File: src/hdl/tilemapPkg.sv
package tilemapPkg;

	//////////////////////////////
	// Raster geometry
	//////////////////////////////

	// Pixel clocks per line
	parameter int unsigned hTotal = 384;
	// Lines per frame
	parameter int unsigned vTotal = 264;

	//////////////////////////////
	// Bus and pipeline types
	//////////////////////////////

	// CPU side of the chip, strobes active low
	typedef struct packed {
		logic [13:0] addr;
		logic [7:0]  wdata;
		// Tile RAM select
		logic        nRcs;
		logic        nWe;
		// Scroll register latch
		logic        nLatch;
	} cpuBus_t;

	// Beam position
	typedef struct packed {
		logic [8:0] hPos;
		logic [7:0] vPos;
	} beam_t;

	typedef struct packed {
		logic [8:0] scrollX;
		logic [7:0] scrollY;
	} scroll_t;

	// Per layer result handed to the arbiter
	typedef struct packed {
		logic [11:0] ramAddr;
		logic [13:0] gfxAddr;
		logic [2:0]  fineX;
	} layerOut_t;

	// Scroll register select, CPU addr[1:0], code 3 unused
	typedef enum logic [1:0] {
		selScrollXLo = 2'd0,
		selScrollXHi = 2'd1,
		selScrollY   = 2'd2
	} regSel_e;

endpackage

File: src/hdl/rasterCounter.sv
module rasterCounter #(
	parameter int unsigned hTotal = tilemapPkg::hTotal,
	parameter int unsigned vTotal = tilemapPkg::vTotal
) (
	input  logic               clk6M,
	input  logic               rstN,
	input  logic               nHsync,
	input  logic               nVsync,
	output tilemapPkg::beam_t  beam,
	output logic               frameStart
);

	//////////////////////////////
	// Sync edge detect
	//////////////////////////////

	// Delayed copies of the sync strobes
	logic nHsyncD;
	logic nVsyncD;
	logic hFall;
	logic vFall;

	// Falling edge seen this cycle
	assign hFall = nHsyncD & ~nHsync;
	assign vFall = nVsyncD & ~nVsync;

	//////////////////////////////
	// Pixel and line counters
	//////////////////////////////

	logic [8:0] hCount;
	// Line count needs 9 bits, vTotal exceeds 256
	logic [8:0] vCount;
	logic       hWrap;
	logic       vWrap;
	logic       lineEnd;

	assign hWrap = (hCount == 9'(hTotal - 1));
	assign vWrap = (vCount == 9'(vTotal - 1));
	// Line ends on hsync edge or on natural wrap
	assign lineEnd = hFall | hWrap;

	always_ff @(posedge clk6M) begin
		if (!rstN) begin
			nHsyncD    <= 1'b1;
			nVsyncD    <= 1'b1;
			hCount     <= '0;
			vCount     <= '0;
			frameStart <= 1'b0;
		end else begin
			nHsyncD    <= nHsync;
			nVsyncD    <= nVsync;
			// Pulse lines up with vPos clearing
			frameStart <= vFall;

			if (lineEnd) begin
				hCount <= '0;
			end else begin
				hCount <= hCount + 9'd1;
			end

			// Vsync edge wins over line stepping
			if (vFall) begin
				vCount <= '0;
			end else if (lineEnd) begin
				vCount <= vWrap ? 9'd0 : vCount + 9'd1;
			end
		end
	end

	// Visible part of the line count
	assign beam.hPos = hCount;
	assign beam.vPos = vCount[7:0];

endmodule

File: src/hdl/scrollLayer.sv
module scrollLayer #(
	parameter bit autoscroll = 1'b0
) (
	input  logic                  clk6M,
	input  logic                  rstN,
	input  logic                  flip,
	input  logic                  nLatch,
	input  logic                  frameStart,
	input  tilemapPkg::regSel_e   regSel,
	input  logic [7:0]            wdata,
	input  tilemapPkg::beam_t     beam,
	input  logic                  phaseOwn,
	input  logic [7:0]            ramRdata,
	output tilemapPkg::layerOut_t out
);

	//////////////////////////////
	// Scroll registers
	//////////////////////////////

	tilemapPkg::scroll_t scroll;

	// Latch is a level, rewritten every cycle it stays low
	always_ff @(posedge clk6M) begin
		if (!rstN) begin
			scroll <= '0;
		end else if (!nLatch) begin
			case (regSel)
				tilemapPkg::selScrollXLo: scroll.scrollX[7:0] <= wdata;
				tilemapPkg::selScrollXHi: scroll.scrollX[8] <= wdata[0];
				tilemapPkg::selScrollY:   scroll.scrollY <= wdata;
				// Code 3 has no register
				default: ;
			endcase
		end else if (autoscroll && frameStart) begin
			// One pixel per frame
			scroll.scrollX <= scroll.scrollX + 9'd1;
		end
	end

	//////////////////////////////
	// Scrolled coordinates
	//////////////////////////////

	logic [8:0] sumX;
	logic [7:0] sumY;
	logic [8:0] effX;
	logic [7:0] effY;

	// Modulo 512 and 256 by width
	assign sumX = beam.hPos + scroll.scrollX;
	assign sumY = beam.vPos + scroll.scrollY;

	// Flip mirrors the whole map
	assign effX = flip ? ~sumX : sumX;
	assign effY = flip ? ~sumY : sumY;

	//////////////////////////////
	// Tile fetch pipeline
	//////////////////////////////

	logic [11:0] ramAddrQ;
	// Tile row travelling with the address
	logic [2:0]  rowQ;
	logic [2:0]  rowHi;
	logic [7:0]  codeLo;
	logic [2:0]  codeHi;
	logic        hiValid;
	logic [13:0] gfxAddrQ;
	logic [2:0]  fineXQ;

	always_ff @(posedge clk6M) begin
		if (!rstN) begin
			ramAddrQ <= '0;
			rowQ     <= '0;
			rowHi    <= '0;
			codeLo   <= '0;
			codeHi   <= '0;
			hiValid  <= 1'b0;
			gfxAddrQ <= '0;
			fineXQ   <= '0;
		end else begin
			// Row, column, then byte select from x bit 2
			ramAddrQ <= {effY[7:3], effX[8:3], effX[2]};
			rowQ     <= effY[2:0];
			fineXQ   <= scroll.scrollX[2:0];
			hiValid  <= 1'b0;

			// Capture only on our half of the RAM
			if (phaseOwn) begin
				if (ramAddrQ[0]) begin
					// High byte gives code bits 10 to 8
					codeHi  <= ramRdata[2:0];
					rowHi   <= rowQ;
					hiValid <= 1'b1;
				end else begin
					codeLo <= ramRdata;
				end
			end

			// Full code known one cycle after high byte
			if (hiValid) begin
				gfxAddrQ <= {codeHi, codeLo, rowHi};
			end
		end
	end

	assign out.ramAddr = ramAddrQ;
	assign out.gfxAddr = gfxAddrQ;
	assign out.fineX   = fineXQ;

endmodule

File: src/hdl/tileRamArbiter.sv
module tileRamArbiter (
	input  tilemapPkg::cpuBus_t   cpu,
	input  tilemapPkg::beam_t     beam,
	input  tilemapPkg::layerOut_t layerA,
	input  tilemapPkg::layerOut_t layerB,
	input  logic [7:0]            ramRdata,
	output logic [12:0]           ramAddr,
	output logic [7:0]            ramWdata,
	output logic                  nRwe,
	output logic                  nRoe,
	output logic [7:0]            cpuRdata,
	output logic [13:0]           gfxAddr,
	output logic                  ownA,
	output logic                  ownB,
	output logic [2:0]            fineXA,
	output logic [2:0]            fineXB
);

	//////////////////////////////
	// Phase ownership
	//////////////////////////////

	// Even pixels to A, odd pixels to B
	assign ownB = beam.hPos[0];
	assign ownA = ~beam.hPos[0];

	//////////////////////////////
	// Tile RAM address
	//////////////////////////////

	logic        cpuSel;
	logic [11:0] layerAddr;

	assign cpuSel = ~cpu.nRcs;
	assign layerAddr = ownB ? layerB.ramAddr : layerA.ramAddr;

	always_comb begin
		if (cpuSel) begin
			// CPU takes the RAM, layer fetches see its data
			ramAddr = cpu.addr[12:0];
		end else begin
			// Layer bit on top splits the RAM in halves
			ramAddr = {ownB, layerAddr};
		end
	end

	//////////////////////////////
	// RAM strobes and data
	//////////////////////////////

	// Write only for a selected CPU write
	assign nRwe = cpu.nRcs | cpu.nWe;
	// Read enable for a selected CPU read
	assign nRoe = cpu.nRcs | ~cpu.nWe;

	// Separate buses in place of the shared data pins
	assign ramWdata = cpu.wdata;
	assign cpuRdata = ramRdata;

	//////////////////////////////
	// Graphics side
	//////////////////////////////

	// ROM address follows the phase owner
	assign gfxAddr = ownB ? layerB.gfxAddr : layerA.gfxAddr;

	// Fine scroll per layer to the pixel shifter
	assign fineXA = layerA.fineX;
	assign fineXB = layerB.fineX;

endmodule

File: src/hdl/tilemapAddrGen.sv
module tilemapAddrGen #(
	parameter int unsigned hTotal      = tilemapPkg::hTotal,
	parameter int unsigned vTotal      = tilemapPkg::vTotal,
	parameter bit          autoscrollA = 1'b0,
	parameter bit          autoscrollB = 1'b0
) (
	input  logic                clk6M,
	input  logic                rstN,
	input  logic                nHsync,
	input  logic                nVsync,
	input  logic                flip,
	input  tilemapPkg::cpuBus_t cpu,
	input  logic [7:0]          ramRdata,
	output logic [12:0]         ramAddr,
	output logic [7:0]          ramWdata,
	output logic                nRwe,
	output logic                nRoe,
	output logic [7:0]          cpuRdata,
	output logic [13:0]         gfxAddr,
	output logic [2:0]          fineXA,
	output logic [2:0]          fineXB
);

	tilemapPkg::beam_t     beam;
	tilemapPkg::layerOut_t outA;
	tilemapPkg::layerOut_t outB;
	tilemapPkg::regSel_e   regSel;
	logic                  frameStart;
	logic                  ownA;
	logic                  ownB;
	logic                  nLatchA;
	logic                  nLatchB;

	//////////////////////////////
	// Scroll latch decode
	//////////////////////////////

	// addr[2] picks the layer
	assign nLatchA = cpu.nLatch | cpu.addr[2];
	assign nLatchB = cpu.nLatch | ~cpu.addr[2];
	assign regSel  = tilemapPkg::regSel_e'(cpu.addr[1:0]);

	//////////////////////////////
	// Instances
	//////////////////////////////

	rasterCounter #(
		.hTotal(hTotal),
		.vTotal(vTotal)
	) raster (
		.clk6M      (clk6M),
		.rstN       (rstN),
		.nHsync     (nHsync),
		.nVsync     (nVsync),
		.beam       (beam),
		.frameStart (frameStart)
	);

	scrollLayer #(
		.autoscroll(autoscrollA)
	) layerA (
		.clk6M      (clk6M),
		.rstN       (rstN),
		.flip       (flip),
		.nLatch     (nLatchA),
		.frameStart (frameStart),
		.regSel     (regSel),
		.wdata      (cpu.wdata),
		.beam       (beam),
		.phaseOwn   (ownA),
		.ramRdata   (ramRdata),
		.out        (outA)
	);

	scrollLayer #(
		.autoscroll(autoscrollB)
	) layerB (
		.clk6M      (clk6M),
		.rstN       (rstN),
		.flip       (flip),
		.nLatch     (nLatchB),
		.frameStart (frameStart),
		.regSel     (regSel),
		.wdata      (cpu.wdata),
		.beam       (beam),
		.phaseOwn   (ownB),
		.ramRdata   (ramRdata),
		.out        (outB)
	);

	// Shared tile RAM and ROM address mux
	tileRamArbiter arbiter (
		.cpu      (cpu),
		.beam     (beam),
		.layerA   (outA),
		.layerB   (outB),
		.ramRdata (ramRdata),
		.ramAddr  (ramAddr),
		.ramWdata (ramWdata),
		.nRwe     (nRwe),
		.nRoe     (nRoe),
		.cpuRdata (cpuRdata),
		.gfxAddr  (gfxAddr),
		.ownA     (ownA),
		.ownB     (ownB),
		.fineXA   (fineXA),
		.fineXB   (fineXB)
	);

endmodule

File: config.mk
export PLATFORM = sky130hd
export DESIGN_NAME = tilemapAddrGen
export DESIGN_NICKNAME = d
export VERILOG_FILES = /design/src/hdl/tilemapPkg.sv /design/src/hdl/rasterCounter.sv /design/src/hdl/scrollLayer.sv /design/src/hdl/tileRamArbiter.sv /design/src/hdl/tilemapAddrGen.sv
export SDC_FILE = /design/constraint.sdc
export NUM_CORES = 1
export LEC_CHECK = 0
export ABC_CLOCK_PERIOD_IN_PS = 4500
export BUFFER_PORTS_ARGS = -buffer_cell sky130_fd_sc_hd__buf_2
export CORE_MARGIN = 5
export CORE_UTILIZATION = 63
export DETAILED_ROUTE_END_ITERATION = 10
export HOLD_SLACK_MARGIN = 0.02
export PLACE_DENSITY = 0.86
export SYNTH_ARGS = -nofsm -noshare
export SYNTH_HDL_FRONTEND = slang
export SYNTH_SLANG_ARGS = --single-unit
File: constraint.sdc
create_clock -name clk6M -period 4.5 [get_ports clk6M]
set_clock_uncertainty 0.2 [all_clocks]
set_input_delay 0.675 -clock clk6M [delete_from_list [all_inputs] [get_ports clk6M]]
set_output_delay 0.675 -clock clk6M [all_outputs]
set_load 0.1 [all_outputs]
==> After elaboration in Yosys (flattened, before gate mapping) <==
Cells that the tools add are included.
{ "totals": {"register_bits": 148, "in_bits": 38, "output_inout_bits": 51, "elab_cells": 82} }
{ "op_classes": {"n_addsub": 6, "n_eq_ne": 4, "mux": 10, "n_bitwise": 21, "reduce_logical": 15} }
{ "op_table": {"columns": ["cell", "n"], "rows": [
  ["2-to-1 mux 9 bit", 3],
  ["AND reduction 2 bit", 11],
  ["adder 9 x 1 -> 9 bit, second input constant", 2],
  ["adder 9 bit", 2],
  ["equality test 9 bit, second input constant", 2],
  ["NOT 9 bit", 2],
  ["adder 8 bit", 2],
  ["2-to-1 mux 8 bit", 2],
  ["NOT 8 bit", 2],
  ["2-to-1 mux 14 bit", 1],
  ["2-to-1 mux 13 bit", 1],
  ["2-to-1 mux 12 bit", 1],
  ["NOT 1 bit", 10],
  ["OR reduction 2 bit", 3],
  ["bitwise OR 1 bit", 5],
  ["AND 1 bit", 2],
  ["equality test 2 x 1 -> 1 bit, second input constant", 1],
  ["equality test 2 bit, second input constant", 1],
  ["logical NOT 2 bit", 1],
  ["2-to-1 mux 1 bit", 2]
]} }

==> Depth between registers and ports, before layout <==
Gate-level depths: netlist of run 1.
{ "logic_depth": {"depth_word": 4, "ltp_mapped": 7, "mapped_depth_nobuf": 7} }

==> By module <==
A second synthesis of run 1 with hierarchy kept.
{ "hier_totals": {"cells_unflattened": 788, "hier_area_um2": 7428.4} }
{ "modules_own_cells": {"columns": ["module", "instances", "cells_per_inst", "area_per_inst_um2", "seq_area_each_um2"], "rows": [
  ["scrollLayer", 2, 295, 2884.0, 1281.2],
  ["rasterCounter", 1, 113, 977.2, 420.4],
  ["tileRamArbiter", 1, 83, 670.6, 0.0],
  ["tilemapAddrGen", 1, 2, 12.5, 0.0]
]} }

==> Worst setup path before layout of run 1 <==
Ideal clock, no wire load.
{ "synth_path": {"path_type": "input-to-output", "from": "input cpu[2] (netlist name)", "to": "output ramAddr[10]", "arrival_ns": 2.740, "path_slack_ns": 0.885, "stages": 4, "n_path_buf": 2, "path_cell_list": "clkbuf_1 clkbuf_1 nor2_1 a21oi_1"} }
{ "synth_between": {"elab_chain_cells": 1} }
{ "synth_lines": {"columns": ["item", "line_no", "rtl"], "rows": [
  ["start: declaration", "tilemapAddrGen.sv:12", "input tilemapPkg::cpuBus_t cpu,"],
  ["2-to-1 mux 13 bit", "tileRamArbiter.sv:38", "if (cpuSel) begin"],
  ["end: declaration", "tilemapAddrGen.sv:14", "output logic [12:0] ramAddr,"]
]} }
No other way between the ends.

==> Final worst setup path of run 1 <==
{ "layout_path": {"from": "register raster.hCount[0]", "to": "output ramAddr[0]"} }
{ "layout_between": {"elab_chain_cells": 2} }
{ "layout_lines": {"columns": ["item", "line_no", "rtl"], "rows": [
  ["start: declaration", "rasterCounter.sv:31", "logic [8:0] hCount;"],
  ["start signal: assignment", "rasterCounter.sv:59", "hCount <= hCount + 9'd1;"],
  ["2-to-1 mux 12 bit", "tileRamArbiter.sv:35", "assign layerAddr = ownB ? layerB.ramAddr : layerA.ramAddr;"],
  ["2-to-1 mux 13 bit", "tileRamArbiter.sv:38", null]
]} }
No other way between the ends.

==> key figures, run 1 <==
Clock network
  • TritonCTS Sinks: 148
  • Setup bufs post-CTS: 0
  • CTS tree: done
  • Clk pin slew, worst setup/hold paths: 0.06 ns
  • Clock Latency Late Sink: 0.43 ns
  • H-tree depth: 4
  • CTS Buffer Depth: 2
  • CTS root buffer: clkbuf_16
  • Clock buffer count from CTS: 17
  • Post-CTS Hold Buffers: 0
  • Post-CTS Resized: 0

Setup path
  • Crit path max fanout: 22
  • Setup crit end kind: output port
  • Critical path type: reg -> out
  • CP arrival: 2.40 ns
  • CP endpoint: ramAddr[0]
  • Startpoint Class: register
  • Crit path launch: raster.hCount[0]
  • Worst Path Required: 3.62 ns
  • R2R Path Start: raster.hCount[0]
  • R2r setup slk: 1.66 ns
  • R2R Path End: raster.vCount[5]
  • R2r worst-path depth: 6

Logic synthesis
  • Syn Inst Count: 771
  • Synth cell types: 47
  • Sequential share of the synthesized area: 40.8%
  • Dominant synthesized flop cell: dfxtp_1
  • Syn. warnings: 0
  • Top cells by area, synth: dfxtp_1 (41%), mux2i_1 (9.2%), ha_1 (5.2%)
  • Post-synth top area share: 40.8%
  • Ys async rst share: 0%
  • Synth Register Bits: 148
  • Syn Nets: 841
  • Cell taking the most area after synthesis: dfxtp_1
  • Cell area after synthesis: 7270 sq um
  • Synthesized area per cell: 9.43 sq um
  • Number of synthesized flops with an enable pin: 0

STA
  • Min Hold Slack: 0.241 ns
  • Finish-stage setup viols: 0
  • Fin worst setup slack: 1.23 ns
  • Final hold vios: 0
  • Slew headroom: 37.2%
  • Fmax: 306 MHz
  • Tcrit/Tclk final: 72.7%
  • Final min period: 3.27 ns
  • Setup_tns: 0 ns
  • Max Slew Vio Count: 0
  • RSZ-0062 raised after global routing: no
  • Worst Max-Slew Pin Slew: 0.940 ns

Finish
  • FILL cells: 838
  • # diodes: 0
  • Most common cell after layout, fill and taps aside: dfxtp_1
  • Area Growth Syn to Fin: 12.4%
  • Commonest cells after routing, fill and taps aside: dfxtp_1 (147), buf_2 (86), nand2_1 (73)
  • Nets: 890
  • Layout cells sized above 1: 17.9%

Floorplanning
  • FP Rows: 39
  • Die area: 13800 sq um
  • Initial cell density of the core: 63.9%
  • DIE HEIGHT: 117 um
  • Die W: 117 um
  • I/O Pins: 89
  • Floorplan core area: 11400 sq um

Pwr
  • Peak supply drop: 0.000346 V
  • PD cells: 393 nW/um^2
  • Pleak: 3.34 nW

Routing
  • Detailed Route WL: 15700 um
  • Initial DRC Count: 365
  • Avg Vias per Cell: 5.57
  • DRC viols: 0
  • Via count: 5433
  • DR WL/cell: 16.1 um
  • Routed Antenna Nets: 0
  • First-pass iteration count of the detailed router: 4

Global routing
  • Initial antenna violation count: 0
  • First-pass GRT wire length: 26400 um
  • Grt total ovfl: 0
  • Vias in the first global route: 5576
  • Largest net degree at the start of global routing: 81
  • GR Util All Layers: 23.2%

Placed design
  • Number of port buffers: 87
  • Dpl ws: 1.68 ns
  • Hpwl dp: 10900 um
  • GPL Wtd Cong: 0.896

Run status
  • Outcome: finished, final reports clean

Job
  • Max-Cap Viols: 0

Worst hold path
  • HP Class: in -> reg
==> report_power, final <==
part           switching (mW)  total (mW)  internal (mW)  leakage (nW)
Combinational           0.293       0.411          0.118          1.86
Clock                   0.575        1.41          0.834         0.276
Sequential             0.0350        1.39           1.36          1.21
==> worst max-delay path: stages (launching register included) <==
cell and delay (ns):
dfxtp_2 0.78, nand2_1 0.36, a31oi_1 0.35, buf_2 0.48
==> state kept, by name (all words and copies together), names as in the netlist <==
signal	count
layerA.ramAddrQ	12
layerB.hiValid	1
layerA.rowQ	3
raster.hCount	9
layerB.fineXQ	3
layerB.codeHi	3
layerA.rowHi	3
layerA.fineXQ	3
layerA.scroll	17
layerA.codeLo	8
layerA.gfxAddrQ	14
layerA.codeHi	3
raster.nVsyncD	1
raster.vCount	9
raster.nHsyncD	1
layerB.ramAddrQ	12
layerB.codeLo	8
layerB.rowHi	3
layerB.gfxAddrQ	14
layerB.rowQ	3
layerB.scroll	17
layerA.hiValid	1
==> cell usage after synthesis (all sizes together) (3+ instances only) <==
cell type and number:
xnor2 37, nor2 47, mux2 16, a21o 8
xor2 21, o21ai 18, and2 22, nand3 15
o21a 6, and3 7, nand2b 14, a21oi 31
nand2 73, nor3 9, a31oi 8, o211ai 4
inv 3, mux2i 67, a21boi 37, or3 4
clkbuf 32, nor2b 58, nor4b 5, nand4 3
ha 30, buf 28, dfxtp 148, nor3b 6
==> routing by layer <==
metal,GRT usage [%],vias up,share of wire (%)
met2,39.5,142,49
met4,11.0,0,2.8
met5,0,-,0
met3,5.63,38,5.2
met1,27.4,2550,43
li1,-,2703,-
==> per-stage QoR <==
step	instances	instance area, sq um	utilization (%)	power [mW]
2_1_floorplan	771	7270	-	1.75
3_3_place_gp	944	7580	66.7	1.82
3_5_place_dp	944	7580	66.7	1.83
4_1_cts	976	8180	71.9	3.23
5_1_grt	976	8180	71.9	3.32
6_report	976	8180	71.9	3.21
==> cell families (layout without fill, tap and decap cells) <==
group / after synthesis / count (layout) / share of synthesized area, %
flip-flops: 148 / 148 / 40.8
XOR/XNOR: 58 / 58 / 6.99
AO/OA/AOI/OAI: 117 / 117 / 10.5
buffers and inverters: 63 / 125 / 4.65
adder cells (fa/ha/maj): 32 / 32 / 5.71
multiplexers: 83 / 83 / 11.8
AND/OR/NAND/NOR: 270 / 270 / 19.6
==> cell type report <==
class	instances	area (sq um)	area share, %
tap	143	179	2.19
multi-input combinational	560	3970	48.6
clock buffer	18	439	5.37
timing repair buffer	90	460	5.63
clock inverter	14	151	1.85
sequential	148	2960	36.3
inverter	3	11.3	0.138
==> worst min-delay path by stage <==
| stage | startpoint | endpoint | cells after the start |
|---|---|---|---|
| after floorplan | layerA.rowQ[0] | layerA.rowHi[0] | 2 |
| after global placement | layerA.rowQ[1] | layerA.rowHi[1] | 2 |
| after detailed placement | layerA.rowQ[0] | layerA.rowHi[0] | 2 |
| after CTS | nVsync | raster.nVsyncD | 2 |
| after global routing | nVsync | raster.nVsyncD | 2 |
| final | nVsync | raster.nVsyncD | 2 |
Power figures use the tool's default switching activity.
==> run 2, diff against run 1 <==
Settings changed: ABC_CLOCK_PERIOD_IN_PS 4500 to 3000, CORE_UTILIZATION 63 to 53, PLACE_DENSITY 0.86 to 0.77.
Clock period 4.5 ns to 3 ns, I/O delays scaled along.
==> key figures, run 2 (synthesis gave the netlist of run 1 again) <==
Job
  • Max-Cap Viols: 0 (unchanged)

Setup path
  • Critical path type: reg -> out
  • Startpoint Class: register
  • CP arrival: 2.05 ns (-0.35 ns)
  • Setup crit end kind: output port
  • Worst Path Required: 2.35 ns (-1.27 ns)
  • R2r setup slk: 0.45 ns (-1.21 ns)
  • R2R Path Start: raster.hCount[0]
  • R2R Path End: raster.vCount[3]
  • R2r worst-path depth: 6 (unchanged)
  • Crit path max fanout: 31 (+41%)

Finish
  • Final core occ: 62.7% (-9.2 points)
  • Layout cells sized above 1: 19.7% (+1.9 points)
  • Nets: 898 (+0.90%)
  • Area Growth Syn to Fin: 15.1%
  • Commonest cells after routing, fill and taps aside: dfxtp_1 (147), buf_2 (87), nand2_1 (73)
  • Top Registers: layerA.scroll (17), layerB.scroll (17)
  • Most common cell after layout, fill and taps aside: dfxtp_1
  • # diodes: 0 (unchanged)

Clock network
  • TritonCTS Sinks: 148 (unchanged)
  • Clock Latency Late Sink: 0.42 ns (about the same)
  • Post-CTS Hold Buffers: 1 (+1)
  • CTS root buffer: clkbuf_16
  • Post-CTS Resized: 0 (unchanged)
  • Clk pin slew, worst setup/hold paths: 0.06 ns (about the same)
  • CTS tree: done
  • H-tree depth: 4 (unchanged)
  • Clock buffer count from CTS: 17 (unchanged)
  • Setup bufs post-CTS: 0 (unchanged)
  • CTS Buffer Depth: 2 (unchanged)

STA
  • RSZ-0062 raised after global routing: no
  • Max Slew Vio Count: 0 (unchanged)
  • Finish-stage setup viols: 0 (unchanged)
  • Min Hold Slack: 0.0625 ns (-0.179 ns)
  • Fmax: 370 MHz
  • Worst Max-Slew Pin Slew: 0.933 ns (-0.00760 ns)
  • Setup_tns: 0 ns (unchanged)
  • Final hold vios: 0 (unchanged)
  • Slew headroom: 37.7% (+0.51 points)
  • Final min period: 2.70 ns
  • Tcrit/Tclk final: 90.1%

Floorplanning
  • I/O Pins: 89 (unchanged)
  • Floorplan core area: 13300 sq um (+17%)
  • DIE HEIGHT: 127 um (+8.3%)
  • Die W: 127 um (+8.3%)
  • FP Rows: 42 (+7.7%)
  • Initial cell density of the core: 54.5% (-9.5 points)
  • Die area: 16200 sq um (+17%)

Global routing
  • GR Util All Layers: 20.3% (-2.9 points)
  • First-pass GRT wire length: 26300 um (-0.39%)
  • Grt total ovfl: 0 (unchanged)
  • Largest net degree at the start of global routing: 74 (-8.6%)
  • Initial antenna violation count: 0 (unchanged)
  • Vias in the first global route: 5466 (-2.0%)

Pwr
  • Peak supply drop: 0.000380 V (+10%)
  • Overall power: 4.96 mW (+55%)
  • Clk pwr share: 45.2% (+1.3 points)
  • Net Sw Frac: 26.3% (-1.9 points)
  • Reg power frac: 41.9% (-1.4 points)
  • Switching pwr: 1.30 mW (+44%)
  • PD cells: 593 nW/um^2 (+51%)
  • Int Pwr: 3.66 mW (+59%)
  • Pleak: 3.41 nW (+2.1%)
  • Combinational power share: 12.9% (about the same)

Placed design
  • Number of port buffers: 87 (unchanged)
  • GPL Wtd Cong: 0.834 (-7.0%)
  • Hpwl dp: 11200 um (+3.5%)

Routing
  • Highest Signal Layer: met4
  • Via count: 5465 (+0.59%)
  • Met3 Wirelength: 750 um (-8.8%)
  • DRC viols: 0 (unchanged)
  • Routed Antenna Nets: 0 (unchanged)
  • Avg Vias per Cell: 5.37 (-3.5%)
  • WL met1: 6860 um (+0.56%)
  • Detailed Route WL: 16000 um (+1.4%)
  • Routed met2 length: 8110 um (+6.0%)
  • First-pass iteration count of the detailed router: 4 (unchanged)
  • Initial DRC Count: 319 (-13%)
  • DR WL/cell: 15.7 um (-2.7%)

Run status
  • Outcome: finished, final reports clean

Worst hold path
  • Worst Hold Depth: 2 (unchanged)
  • Hold_sp: nHsync
  • Hold Path Sink: raster.nHsyncD
  • HP Class: in -> reg
==> run 2: changes by cell type in the layout (fill, tap and decap cells not counted), sizes merged <==
cell	delta
clkbuf	+3
buf	+7
inv	-3
bufinv	+2
clkinvlp	-3
dlygate4sd3	+1
clkinv	+1
==> run 2: worst max path at each step <==
stage / slack [ns] / from / end
after global routing: 0.22 / raster.hCount[0] / gfxAddr[6]
final: 0.30 / raster.hCount[0] / gfxAddr[5]
after floorplan: 0.32 / raster.hCount[0] / ramAddr[10]
after detailed placement: 0.44 / raster.hCount[0] / raster.vCount[3]
after global placement: 0.60 / cpu[2] / ramAddr[0]
after CTS: 0.29 / raster.hCount[0] / gfxAddr[5]
==> run 2: power by group through the flow <==
| stage | Combinational (mW) | Clock [mW] | Sequential, mW |
|---|---|---|---|
| global route | 0.683 | 2.38 | 2.09 |
| finish | 0.640 | 2.24 | 2.08 |
| global placement | 0.627 | 0 | 2.12 |
| detailed placement | 0.639 | 0 | 2.12 |
| floorplan | 0.539 | 0 | 2.10 |
| CTS | 0.644 | 2.28 | 2.08 |
==> run 2: cell type report <==
class / instances / area [sq um]
Fill cell: 1115 / 4980
Multi-Input combinational cell: 560 / 4020
Sequential cell: 148 / 2960
Timing Repair Buffer: 98 / 520
Clock buffer: 21 / 460
Tap cell: 176 / 220
Clock inverter: 11 / 175
Inverter: 3 / 11.3
==> run 2: critical path, cell delays in order, from the launching register on <==
cell and delay (ns):
dfxtp_2 0.52, buf_4 0.40, mux2_2 0.40, buf_2 0.29
==> run 2: per-layer routing <==
| metal | track usage [%] | vias up |
|---|---|---|
| li1 | - | 2724 |
| met1 | 23.9 | 2599 |
| met2 | 36.1 | 115 |
| met3 | 5.47 | 27 |
| met4 | 6.44 | 0 |
| met5 | 0 | - |
==> run 2: stage by stage <==
step	setup slack (ns)	instances	area (sq um)
2_1_floorplan	0.321	771	7320
3_3_place_gp	0.597	984	7720
3_5_place_dp	0.442	984	7720
4_1_cts	0.289	1017	8370
5_1_grt	0.223	1017	8370
6_report	0.298	1017	8370
